`src/include/vector_mem_params.svh`:
```
`ifndef VECTOR_MEM_PARAMS_SVH
`define VECTOR_MEM_PARAMS_SVH

// --------------------
// I/O map
// --------------------

// Quasi-disk control register sits at this I/O port
`define VM_PORT_KVAZ 8'h10

// --------------------
// Address space
// --------------------

// CPU address bus width
`define VM_ADDR_W 16

// Page number width, enough for main RAM plus four disk pages
`define VM_PAGE_W 3

// Number of 64 KB pages in SRAM
`define VM_PAGES 8

// Full SRAM address is page number on top of the CPU address
`define VM_SRAM_W (`VM_PAGE_W + `VM_ADDR_W)

`endif

```
`src/source/vector_mem_pkg.sv`:
```
`default_nettype none

package vector_mem_pkg;

`include "vector_mem_params.svh"

	// --------------------
	// Quasi-disk control
	// --------------------

	// Control register as written through port 0x10
	// Read back raw for debug, decoded through the field view
	typedef union packed {
		logic [7:0] raw;
		struct packed {
			logic       high_ext;
			logic       low_ext;
			logic       window_on;
			logic       stack_on;
			logic [1:0] stack_page;
			logic [1:0] window_page;
		} f;
	} kvaz_ctrl_u;

	// --------------------
	// Memory addressing
	// --------------------

	// Page 0 is main RAM, pages 1 to 4 are the RAM disk
	typedef logic [`VM_PAGE_W-1:0] page_t;

	// Flat SRAM byte address
	typedef logic [`VM_SRAM_W-1:0] sram_addr_t;

	// Port number taken from the low address byte on I/O cycles
	typedef logic [7:0] io_port_t;

endpackage

`default_nettype wire

```
`src/source/cpu_bus_if.sv`:
```
`timescale 1ns/1ps
`default_nettype none

`include "vector_mem_params.svh"

// CPU side of the memory subsystem
interface cpu_bus_if;

	// Active phase of the CPU clock
	logic                  clke;
	// Memory address, or port number in bits 7:0 on I/O
	logic [`VM_ADDR_W-1:0] address;
	// Data from the CPU
	logic [7:0]            wdata;
	// Memory strobes are levels and never both high
	logic                  memwr;
	logic                  memrd;
	// Set during push, pop, call and return cycles
	logic                  stack;
	// I/O write pulse
	logic                  iowr;

	// Strobe qualification and port decode
	modport decoder (
		input clke, address, memwr, memrd, iowr
	);

	// Register load data and page selection
	modport mapper (
		input address, wdata, memwr, memrd, stack
	);

	// Byte storage
	modport memory (
		input address, wdata
	);

endinterface

`default_nettype wire

```
`src/source/ram_disk_mapper.sv`:
```
`timescale 1ns/1ps
`default_nettype none

`include "vector_mem_params.svh"

module ram_disk_mapper
	import vector_mem_pkg::*;
(
	input  wire            clk,
	input  wire            reset,
	cpu_bus_if.mapper      bus,
	input  wire            ctrl_load,
	output page_t          page,
	output logic [7:0]     ctrl
);

	// --------------------
	// Control register
	// --------------------

	kvaz_ctrl_u ctrl_q;

	// Cleared control maps everything to main RAM
	always_ff @(posedge clk) begin
		if (reset) begin
			ctrl_q.raw <= 8'h00;
		end else if (ctrl_load) begin
			ctrl_q.raw <= bus.wdata;
		end
	end

	// Raw byte out for debug
	assign ctrl = ctrl_q.raw;

	// --------------------
	// Window decode
	// --------------------

	// Top nibble of the CPU address
	logic [3:0] adsel;

	// Address falls in the enabled window range
	logic       window_hit;

	assign adsel = bus.address[`VM_ADDR_W-1 -: 4];

	always_comb begin
		case (adsel)
			// Standard window 0xA000 to 0xDFFF
			4'hA, 4'hB, 4'hC, 4'hD: window_hit = 1'b1;
			// Lower extension 0x8000 to 0x9FFF
			4'h8, 4'h9:             window_hit = ctrl_q.f.low_ext;
			// Upper extension 0xE000 to 0xFFFF
			4'hE, 4'hF:             window_hit = ctrl_q.f.high_ext;
			default:                window_hit = 1'b0;
		endcase
	end

	// --------------------
	// Page select
	// --------------------

	// Any memory cycle in progress
	logic  mem_cycle;

	// Stack and window mapping requests
	logic  stack_sel;
	logic  window_sel;

	// Disk pages are offset by one past main RAM
	page_t stack_pg;
	page_t window_pg;

	assign mem_cycle  = bus.memwr | bus.memrd;
	assign stack_sel  = ctrl_q.f.stack_on & bus.stack & mem_cycle;
	assign window_sel = ctrl_q.f.window_on & window_hit & mem_cycle;

	assign stack_pg  = page_t'(ctrl_q.f.stack_page) + page_t'(1);
	assign window_pg = page_t'(ctrl_q.f.window_page) + page_t'(1);

	// Stack wins over the window
	always_comb begin
		if (stack_sel) begin
			page = stack_pg;
		end else if (window_sel) begin
			page = window_pg;
		end else begin
			page = '0;
		end
	end

endmodule

`default_nettype wire

```
`src/flat_wrapper.sv`:
```
// flat-port wrapper written by rule: the top's interface ports become plain ports
module ram_disk_mapper_flat import vector_mem_pkg::*;
  (clk, reset, ctrl_load, page, ctrl, bus_address, bus_wdata, bus_memwr, bus_memrd, bus_stack);
  cpu_bus_if bus_i ();
  input  wire clk;
  input  wire reset;
  input  wire ctrl_load;
  output page_t page;
  output logic [7:0] ctrl;
  input wire logic [$bits(bus_i.address)-1:0] bus_address;
  input wire logic [$bits(bus_i.wdata)-1:0] bus_wdata;
  input wire logic [$bits(bus_i.memwr)-1:0] bus_memwr;
  input wire logic [$bits(bus_i.memrd)-1:0] bus_memrd;
  input wire logic [$bits(bus_i.stack)-1:0] bus_stack;
  assign bus_i.address = bus_address;
  assign bus_i.wdata = bus_wdata;
  assign bus_i.memwr = bus_memwr;
  assign bus_i.memrd = bus_memrd;
  assign bus_i.stack = bus_stack;
  ram_disk_mapper u_core (.clk(clk), .reset(reset), .bus(bus_i), .ctrl_load(ctrl_load), .page(page), .ctrl(ctrl));
endmodule
```
`config.mk`:
```
export PLATFORM = sky130hd
export DESIGN_NAME = ram_disk_mapper_flat
export DESIGN_NICKNAME = d
export VERILOG_FILES = /design/src/source/vector_mem_pkg.sv /design/src/source/cpu_bus_if.sv /design/src/source/ram_disk_mapper.sv /design/src/flat_wrapper.sv
export VERILOG_INCLUDE_DIRS = /design/src /design/src/include
export SDC_FILE = /design/constraint.sdc
export NUM_CORES = 1
export LEC_CHECK = 0
export BUFFER_PORTS_ARGS = -buffer_cell sky130_fd_sc_hd__buf_2
export CAP_MARGIN = 20
export CORE_AREA = 2 2 39 41
export CTS_BUF_LIST = sky130_fd_sc_hd__clkbuf_8
export DETAILED_ROUTE_END_ITERATION = 8
export DIE_AREA = 0 0 41 43
export GPL_TIMING_DRIVEN = 0
export PLACE_DENSITY = 0.72
export SLEW_MARGIN = 25
export SYNTH_ARGS = -nofsm -noshare
export SYNTH_HDL_FRONTEND = slang
export SYNTH_SLANG_ARGS = --single-unit
```
`constraint.sdc`:
```
create_clock -name clk -period 1.5 [get_ports clk]
set_clock_uncertainty 0.2 [all_clocks]
set_input_delay 0.375 -clock clk [delete_from_list [all_inputs] [get_ports clk]]
set_output_delay 0.375 -clock clk [all_outputs]
set_load 0.005 [all_outputs]
```
# Yosys cells after proc, flatten, opt, wreduce, memory -nomap -nowiden
# Cells that the tools add are included.
# W data, S select, Z words.
dict set report classes {
  n_reduce_logical 3
  n_eq_ne 8
  muxes 3
  addsub 2
  bitwise_logic 5
}
# op count
set op_table {}
lappend op_table {{$eq A4 B4 Y1 const B} 8}
lappend op_table {{$add A2 B1 Y3 const B} 2}
lappend op_table {{$mux W3} 2}
lappend op_table {{$and A1 B1 Y1} 4}
lappend op_table {{$reduce_or A2 Y1} 2}
lappend op_table {{$reduce_or A4 Y1} 1}
lappend op_table {{$pmux W1 S3} 1}
lappend op_table {{$or A1 B1 Y1} 1}
dict set report word_totals {
  register_bits 8
  in_bits 30
  wordCells 22
}

# Logic depth before layout (Yosys ltp)
# Gate-level depths: netlist of run 1.
dict set report depth {
  word_depth 7
  ltp_mapped 3
}

# Worst setup path after synthesis of run 1
# OpenSTA, ideal clock, no wires.
dict set report synth_path {
  path_type {input to output}
  start {in bus_address[14]}
  end {out page[0]}
  required_time_ps 925
  t_arrival_ps 1069
  cell_stages 3
  slack_ps -144
  path_cell_list {and3b_1 -> nor4_2 -> a22o_2}
}
dict set report synth_between {
  elab_chain_len 7
}
# element line_no
set synth_rtl {}
lappend synth_rtl {{from (decl)} flat_wrapper.sv:10} ;# input wire logic [$bits(bus_i.address)-1:0] bus_address;
lappend synth_rtl {{$eq A4 B4 Y1} ram_disk_mapper.sv:48} ;# case (adsel)
lappend synth_rtl {{$reduce_or A4 Y1 or $reduce_or A2 Y1 (tied branches)} ram_disk_mapper.sv:48}
lappend synth_rtl {{$pmux W1 S3 (*)} ram_disk_mapper.sv:48}
lappend synth_rtl {{$and A1 B1 Y1 (*) (2 in a row)} ram_disk_mapper.sv:76} ;# assign window_sel = ctrl_q.f.window_on & window_hit & mem_cycle;
lappend synth_rtl {{$mux W3 (*)} ram_disk_mapper.sv:85} ;# end else if (window_sel) begin
lappend synth_rtl {{$mux W3 (*)} ram_disk_mapper.sv:83} ;# if (stack_sel) begin
lappend synth_rtl {{to (decl)} flat_wrapper.sv:8} ;# output page_t page;
# Mark *: on every way between the ends. The rest lies on a longest branch, timed or not.

# Worst setup path in the final report of run 1
dict set report layout_path {
  start {reg u_core.ctrl_q, in the netlist u_core.ctrl[7]}
  end {out page[1]}
}
dict set report layout_between {
  elab_chain_len 5
}
# element line_no
set layout_rtl {}
lappend layout_rtl {{from (decl)} ram_disk_mapper.sv:21} ;# kvaz_ctrl_u ctrl_q;
lappend layout_rtl {{$pmux W1 S3} ram_disk_mapper.sv:48}
lappend layout_rtl {{$and A1 B1 Y1 (2 in a row)} ram_disk_mapper.sv:76}
lappend layout_rtl {{$mux W3} ram_disk_mapper.sv:85}
lappend layout_rtl {{$mux W3} ram_disk_mapper.sv:83}
# Every way passes these cells.

==> flow_metrics.py, run 1 <==
metrics = {
    "clock_network": {
        "h-tree-depth": 1,
        "root_buffer": "clkbuf_8",
        "cts.sinks": 8,
        "clockBufferDepth": 2,
        "cts_tree": "built",
        "clkTransAtPathRegs_ps": 40,
        "clkLatencyLatePin_ps": 230,
        "cts_buffers": 3,
    },
    "critical_path": {
        "cp.arrival_ps": 1300,
        "crit_type": "reg2out",
        "worstPathRequired_ps": 920,
        "cpPeakStageDelay_ps": 310,
        "cp-end-kind": "output port",
        "setup.worst_path.start_class": "register",
        "critPathSlowestCell": "dfxtp_2",
        "r2r_cells": 3,
        "r2r-start": "u_core.ctrl[7]$_SDFFE_PP0P_",
        "r2r_end": "u_core.ctrl[7]$_SDFFE_PP0P_",
        "critPathMaxFanout": 3,
        "r2r_slack_ps": 580,
        "path_cells": "and3b_2, nor4_4, a22o_2, buf_2",
    },
    "global_routing": {
        "antenna_found_initial": 0,
        "grt_pass1_wl_um": 1450,
        "gr-total-overflow": 0,
        "first_global_vias": 385,
        "grt_max_degree": 9,
        "groute.usage.overall": 0.132,
    },
    "timing": {
        "max_freq_mhz": 534,
        "setup_viol": 3,
        "drv_slew": 0,
        "tightest_slew_ps": 361,
        "min_period_ps": 1870,
        "slew_headroom": 0.759,
        "rsz0062_at_grt": "yes",
        "min_period_over_period": 1.25,
        "finalHoldViolCount": 0,
        "timing.final.ws_setup_ps": -374,
        "fin_tns_setup_ps": -1120,
    },
    "power": {
        "switching_share": 0.235,
        "p_clk_frac": 0.450,
        "p_seq_frac": 0.402,
        "vdd_ir_drop_max_mv": 0.433,
        "p_leak_nw": 0.327,
        "p_comb_frac": 0.148,
        "p_sw_uw": 138,
        "p_int_uw": 450,
        "power_density_mw_per_mm2": 958,
    },
    "floorplan": {
        "fp.dieArea_mm2": 0.00176,
        "coreArea_mm2": 0.00138,
        "start_util": 0.281,
        "io_pins": 41,
        "die_h_um": 43,
        "rows": 14,
        "die_width_um": 41,
    },
    "layout": {
        "nets": 102,
        "stdcell_area_um2": 614,
        "diodes": 0,
        "area_delta_synth_final_pct": 57.9,
        "drive_above_1_share": 0.559,
        "largest_register_ffs": 8,
        "stdcell_count": 84,
    },
    "place": {
        "gp_congestion": 0.629,
        "port_buffers": 25,
        "place_area_um2": 551,
        "dp.cells": 80,
        "dp_hpwl_um": 722,
    },
    "routing": {
        "vias": 387,
        "drc": 0,
        "drt_iter0_drc": 1,
        "wl_per_cell_um": 10.9,
        "detail-route-antenna-nets": 0,
        "routed_wl_um": 917,
        "drt_pass1_iterations": 2,
        "avgViaCountPerCell": 4.61,
    },
    "logic_synthesis": {
        "syn_avg_cell_area_um2": 9.98,
        "synth_seq_area_share": 0.412,
        "syn_inst": 39,
        "synth.top_cell.area_share": 0.412,
        "yosysUniqueCellTypes": 14,
        "yosys_warnings": 0,
        "syn_nets": 71,
        "synth_area_leaders": "dfxtp_1 (41%), mux2i_1 (21%), a22o_2 (7.7%), nor2_1 (7.7%), ha_1 (6.4%)",
        "synth_top_area_cell": "dfxtp_1",
        "synth_area_um2": 389,
        "yosys_register_bits": 8,
    },
    "hold_path": {
        "min_path_cells": 3,
        "min_to": "u_core.ctrl[6]$_SDFFE_PP0P_",
        "min_from": "bus_wdata[6]",
        "hp-class": "in2reg",
    },
    "run": {
        "drv_cap": 0,
    },
    "run_status": {
        "failed_checks": "setup timing",
        "status": "complete, but fails checks",
    },
}
-- logic make-up (layout without fill, tap and decap cells) --
group                      count (synthesis)  after routing  share of synthesized area
adders and majority gates                  2              2                     0.0643
buffers and inverters                      4             33                     0.0418
AOI/OAI and AO/OA                          5              5                      0.116
DFF                                        8              8                      0.412
muxes                                      8              8                      0.206
and+or+nand+nor                           12             12                      0.161
-- stage by stage --
stage / worst slack [ps] / utilization / total power [mW] / hold slack, ps
2_1_floorplan: -74.0 / - / 0.282 / 300
3_3_place_gp: -310 / 0.398 / 0.321 / 297
3_5_place_dp: -314 / 0.398 / 0.323 / 306
4_1_cts: -387 / 0.435 / 0.590 / 180
5_1_grt: -479 / 0.444 / 0.613 / 196
6_report: -374 / 0.444 / 0.589 / 181
-- how the worst max path moves through the flow --
stage	startpoint	end	cells past startpoint
after floorplan	bus_stack	page[0]	3
final	u_core.ctrl[7]$_SDFFE_PP0P_	page[1]	4
after global routing	u_core.ctrl[7]$_SDFFE_PP0P_	page[0]	4
after global placement	bus_stack	page[1]	5
after CTS	u_core.ctrl[7]$_SDFFE_PP0P_	page[2]	4
after detailed placement	bus_stack	page[1]	5
-- critical path: cells and delay by family, from the launching register on --
kind	cells	cell delay (ps)
AO/OA/AOI/OAI	1	190
buffers and inverters	1	100
flip-flops	1	310
AND/OR/NAND/NOR	2	460
-- per-layer routing --
layer	vias to the layer above	track usage	wire length [um]
li1	196	-	-
met1	167	0.137	388
met2	19	0.194	423
met3	5	0.0314	57
met4	0	0.140	48
met5	-	0	0
-- Yosys cell counts --
cell type / number
a22o_2: 3
and2_1: 1
and3b_1: 1
buf_1: 1
buf_2: 1
dfxtp_1: 8
ha_1: 2
inv_1: 2
mux2i_1: 8
nor2_1: 8
nor3_1: 1
nor4_2: 1
o211ai_1: 1
o21a_1: 1
-- placed cells by master, fill, tap and decap left out --
cell      count
clkbuf_8      3
inv_1         2
and2_4        1
nor4_4        1
a22o_2        3
dfxtp_1       7
and3b_2       1
nor2_1        8
o211ai_1      1
dfxtp_2       1
buf_2        24
o21a_1        1
buf_6         2
mux2i_1       8
nor3_2        1
buf_4         1
buf_1         1
ha_1          2
-- power by group through the flow --
stage                     clock network (mW)  logic, mW  registers, mW
after global routing                   0.277     0.0975          0.238
after global placement                     0     0.0810          0.240
after CTS                              0.267     0.0866          0.236
final                                  0.265     0.0870          0.236
after floorplan                            0     0.0418          0.240
after detailed placement                   0     0.0832          0.240
-- final cells by class --
cell class / instances / area (um^2)
Clock buffer: 3 / 41.3
Buffer: 2 / 8.76
Sequential cell: 8 / 161
Timing Repair Buffer: 26 / 145
Tap cell: 16 / 20.0
Fill cell: 144 / 769
Inverter: 2 / 7.51
Multi-Input combinational cell: 27 / 230
-- what timing repair did --
action / in CTS / in global routing
hold buffers: 0 / 0
buffers inserted: 1 / 0
pin swaps: 1 / 0
resized for setup: 2 / 2
setup endpoints to repair: 3 / 3
Power figures use the tool's default switching activity.
==> run 2, diff against run 1 <==
BUFFER_PORTS_ARGS = not set   (was -buffer_cell sky130_fd_sc_hd__buf_2)
CAP_MARGIN = 0   (was 20)
CELL_PAD_IN_SITES_DETAIL_PLACEMENT = 1   (was not set)
CELL_PAD_IN_SITES_GLOBAL_PLACEMENT = 2   (was not set)
CORE_AREA = not set   (was 2 2 39 41)
CORE_UTILIZATION = 26   (was not set)
DIE_AREA = not set   (was 0 0 41 43)
DONT_BUFFER_PORTS = 1   (was not set)
PLACE_DENSITY = not set   (was 0.72)
PLACE_DENSITY_LB_ADDON = 0.1   (was not set)
==> flow_metrics.py, run 2 (same netlist as run 1, synthesis figures left out) <==
metrics = {
    "power": {
        "power_density_mw_per_mm2": 1160,
        "p_leak_nw": 0.209,
        "vdd_ir_drop_max_mv": 0.534,
    },
    "layout": {
        "stdcell_count": 57,
        "drive_above_1_share": 0.262,
        "diodes": 0,
        "area_delta_synth_final_pct": 19.9,
        "finish.utilization": 0.346,
        "multi_input_area_um2": 229,
        "final_cell_mix": "mux2i_1 (8), nor2_1 (8), dfxtp_1 (7)",
        "fillers": 154,
        "largest_register_ffs": 8,
        "ff_latch_area_um2": 161,
        "nets": 76,
    },
    "run_status": {
        "status": "complete, but fails checks",
        "failed_checks": "setup timing",
    },
    "routing": {
        "avgViaCountPerCell": 5.30,
        "drt_pass1_iterations": 2,
        "wl_per_cell_um": 16.5,
        "detail-route-antenna-nets": 0,
        "drt_iter0_drc": 1,
        "routed_wl_um": 938,
        "vias": 302,
        "drc": 0,
    },
    "floorplan": {
        "io_pins": 41,
        "die_h_um": 40.7,
        "rows": 13,
        "coreArea_mm2": 0.00135,
        "die_width_um": 40.7,
        "start_util": 0.288,
        "fp.dieArea_mm2": 0.00166,
    },
    "critical_path": {
        "worstSetupStartpoint": "u_core.ctrl[7]$_SDFFE_PP0P_",
        "r2r-start": "u_core.ctrl[1]$_SDFFE_PP0P_",
        "critPathMaxFanout": 3,
        "path_cells": "and3b_1, nor4_4, a22o_2",
        "setup.worst_path.start_class": "register",
        "r2r_cells": 2,
        "cpPeakStageDelay_ps": 340,
        "worstPathRequired_ps": 920,
        "cp-end-kind": "output port",
        "worst-path-stages": 3,
        "cpLargestDelayFamily": "simple AND/OR/NAND/NOR gates",
        "worst-path-buf-inv": 0,
        "critPathSlowestCell": "dfxtp_2",
        "crit_type": "reg2out",
        "cp.arrival_ps": 1250,
    },
    "timing": {
        "finalHoldViolCount": 0,
        "setup_viol": 3,
        "tightest_slew_ps": 370,
        "timing.final.ws_setup_ps": -329,
        "min_period_over_period": 1.22,
        "drv_slew": 0,
        "slew_headroom": 0.753,
        "rsz0062_at_grt": "yes",
        "max_freq_mhz": 547,
        "min_period_ps": 1830,
    },
    "hold_path": {
        "min_from": "bus_wdata[3]",
        "hp-class": "in2reg",
        "min_path_cells": 2,
    },
    "clock_network": {
        "cts.sinks": 8,
        "cts_setup_buffers": 0,
        "cts_buffers": 3,
        "cts.hold.buffers_added": 0,
        "clkLatencyLatePin_ps": 220,
        "root_buffer": "clkbuf_8",
        "cts_tree": "built",
        "clkTransAtPathRegs_ps": 40,
        "h-tree-depth": 1,
        "clockBufferDepth": 2,
    },
    "place": {
        "place_worst_setup_slack_ps": -145,
        "gp_congestion": 0.593,
        "port_buffers": 0,
        "dp.cells": 54,
    },
    "global_routing": {
        "grt_pass1_wl_um": 1340,
        "first_global_vias": 320,
        "groute.usage.overall": 0.129,
        "antenna_found_initial": 0,
        "grt_max_degree": 9,
        "gr-total-overflow": 0,
    },
    "run": {
        "drv_cap": 0,
    },
}
-- run 2: cell types whose count changed in the layout (fill, tap and decap cells not counted), sizes merged --
cell,change
buf,-26
-- run 2: worst reg2reg max path, delay by kind of cell, from the launching register on --
kind,cells,cell delay (ps)
muxes,1,160
DFF,1,330
and+or+nand+nor,1,50
-- run 2: power by group --
| group | leakage (nW) | switching, mW | internal (mW) | total (mW) |
|---|---|---|---|---|
| Clock | 0.0216 | 0.0782 | 0.173 | 0.251 |
| Sequential | 0.0664 | 0.0140 | 0.227 | 0.241 |
| Combinational | 0.121 | 0.0256 | 0.0239 | 0.0495 |
| Total | 0.209 | 0.118 | 0.424 | 0.542 |
-- run 2: worst paths after layout --
kind	endpoint	slack, ps
hold reg to reg	u_core.ctrl[7]$_SDFFE_PP0P_	330
setup / recovery	page[1]	-330
setup reg to reg	u_core.ctrl[1]$_SDFFE_PP0P_	640
hold / removal	u_core.ctrl[3]$_SDFFE_PP0P_	100
-- run 2: repair_timing --
| action | 4_1_cts | 5_1_grt |
|---|---|---|
| setup endpoints to repair | 3 | 3 |
| gates cloned | 0 | 0 |
| resized for setup | 1 | 0 |
| pin swaps | 2 | 1 |
-- run 2: metal layers --
layer,GRT usage,vias to the layer above,part of all wire
li1,-,144,-
met1,0.122,139,0.40
met2,0.230,19,0.49
met3,0.0870,0,0.11
met4,0.0250,0,0
met5,0,-,0
-- run 2: final cells by class --
class                      count  share of cell area
buffer                         2              0.0188
clock buffer                   3              0.0885
inverter                       2              0.0161
multi-input combinational     27               0.491
sequential                     8               0.346
tap                           15              0.0402
-- run 2: per-stage QoR --
step | hold slack, ps | setup TNS, ps | power, mW | area, um^2
2_1_floorplan | 300 | -222 | 0.282 | 405
3_3_place_gp | 325 | -362 | 0.291 | 424
3_5_place_dp | 335 | -414 | 0.295 | 424
4_1_cts | 105 | -1000 | 0.555 | 467
5_1_grt | 103 | -1150 | 0.580 | 467
6_report | 105 | -978 | 0.542 | 467
==> run 3, diff against run 2 <==
==> constraint.sdc (replaced) <==
create_clock -name clk -period 1.5 [get_ports clk]
set_clock_uncertainty 0.2 [all_clocks]
set_input_delay 0.375 -clock clk [delete_from_list [all_inputs] [get_ports clk]]
set_output_delay 0.375 -clock clk [all_outputs]
set_load 0.01 [all_outputs]
==> flow_metrics.py, run 3 (same netlist as run 1, synthesis figures left out) <==
metrics = {
    "floorplan": {
        "io_pins": 41,
        "rows": 13,
        "start_util": 0.288,
        "coreArea_mm2": 0.00135,
        "die_h_um": 40.7,
        "die_width_um": 40.7,
        "fp.dieArea_mm2": 0.00166,
    },
    "timing": {
        "min_period_over_period": 1.24,
        "finalHoldViolCount": 0,
        "rsz0062_at_grt": "yes",
        "timing.final.ws_setup_ps": -366,
        "drv_slew": 0,
        "tightest_slew_ps": 370,
        "min_period_ps": 1870,
        "slew_headroom": 0.753,
        "max_freq_mhz": 536,
        "setup_viol": 3,
    },
    "power": {
        "p_leak_nw": 0.210,
        "vdd_ir_drop_max_mv": 0.542,
        "power_density_mw_per_mm2": 1160,
    },
    "layout": {
        "area_delta_synth_final_pct": 21.2,
        "diodes": 0,
        "drive_above_1_share": 0.310,
        "largest_register_ffs": 8,
        "fillers": 155,
        "finish.utilization": 0.349,
        "stdcell_count": 57,
        "final_cell_mix": "mux2i_1 (8), nor2_1 (8), dfxtp_1 (5)",
        "nets": 76,
    },
    "routing": {
        "drt_pass1_iterations": 2,
        "vias": 302,
        "drt_iter0_drc": 1,
        "wl_per_cell_um": 16.6,
        "avgViaCountPerCell": 5.30,
        "routed_wl_um": 949,
        "drc": 0,
        "detail-route-antenna-nets": 0,
    },
    "global_routing": {
        "antenna_found_initial": 0,
        "first_global_vias": 321,
        "groute.usage.overall": 0.134,
        "gr-total-overflow": 0,
        "grt_max_degree": 9,
        "grt_pass1_wl_um": 1380,
    },
    "clock_network": {
        "cts.sinks": 8,
        "clkLatencyLatePin_ps": 220,
        "cts.hold.buffers_added": 0,
        "cts_buffers": 3,
        "clockBufferDepth": 2,
        "root_buffer": "clkbuf_8",
        "clkTransAtPathRegs_ps": 40,
        "cts_tree": "built",
        "h-tree-depth": 1,
    },
    "place": {
        "dp.cells": 54,
        "gp_congestion": 0.593,
        "port_buffers": 0,
    },
    "critical_path": {
        "worstPathRequired_ps": 920,
        "setup.worst_path.start_class": "register",
        "cp.arrival_ps": 1290,
        "crit_type": "reg2out",
        "cp-end-kind": "output port",
        "critPathMaxFanout": 3,
    },
    "hold_path": {
        "hp-class": "in2reg",
    },
    "run_status": {
        "failed_checks": "setup timing",
        "status": "complete, but fails checks",
    },
    "run": {
        "drv_cap": 0,
    },
}
==> run 3: cell counts in the layout (fill, tap and decap cells not counted) <==
No cell type changed its count.
==> run 3: path summary, 6_finish.rpt <==
kind | startpoint | end | slack, ps | cells past startpoint
min | bus_wdata[3] | u_core.ctrl[3]$_SDFFE_PP0P_ | 100 | 2
max | u_core.ctrl[7]$_SDFFE_PP0P_ | page[1] | -370 | 3
min reg2reg | u_core.ctrl[7]$_SDFFE_PP0P_ | u_core.ctrl[7]$_SDFFE_PP0P_ | 340 | 2
max reg2reg | u_core.ctrl[1]$_SDFFE_PP0P_ | u_core.ctrl[1]$_SDFFE_PP0P_ | 610 | 2
==> run 3: repair_timing <==
action | 4_1_cts | 5_1_grt
setup endpoints to repair | 3 | 3
pin swaps | 2 | 2
buffers inserted | 0 | 0
gates resized for setup | 3 | 1
hold endpoints to repair | 0 | 0
==> run 3: power by group <==
part / leakage (nW) / internal [mW] / total, mW / switching (mW)
Combinational: 0.121 / 0.0240 / 0.0505 / 0.0265
Clock: 0.0216 / 0.173 / 0.253 / 0.0798
Sequential: 0.0674 / 0.227 / 0.246 / 0.0189
Total: 0.210 / 0.424 / 0.549 / 0.125
==> run 3: metrics by stage <==
step	hold WS (ps)	worst slack (ps)	TNS, ps	cell area [um^2]	power, mW
6_report	105	-366	-1080	472	0.549
5_1_grt	103	-420	-1260	472	0.588
4_1_cts	105	-373	-1110	470	0.560
3_5_place_dp	335	-202	-586	424	0.301
3_3_place_gp	325	-172	-516	424	0.296
2_1_floorplan	322	-95.0	-285	405	0.288
==> run 3: cell type report <==
type / count / area [um^2] / area share
clock buffer: 3 / 41.3 / 0.0875
multi-input combinational: 27 / 229 / 0.485
sequential: 8 / 166 / 0.353
inverter: 2 / 7.51 / 0.0159
buffer: 2 / 8.76 / 0.0186
tap: 15 / 18.8 / 0.0398
==> run 3: critical path, cell delays in order (launching register included) <==
cell	delay, ps
dfxtp_4	360
and3b_1	200
nor4_4	270
a22o_2	240
==> run 3: per-layer routing <==
layer / global-route usage / up-vias / routed length (um)
li1: - / 143 / -
met3: 0.0870 / 0 / 104
met2: 0.246 / 19 / 465
met4: 0.0250 / 0 / 0
met5: 0 / - / 0
met1: 0.123 / 140 / 379
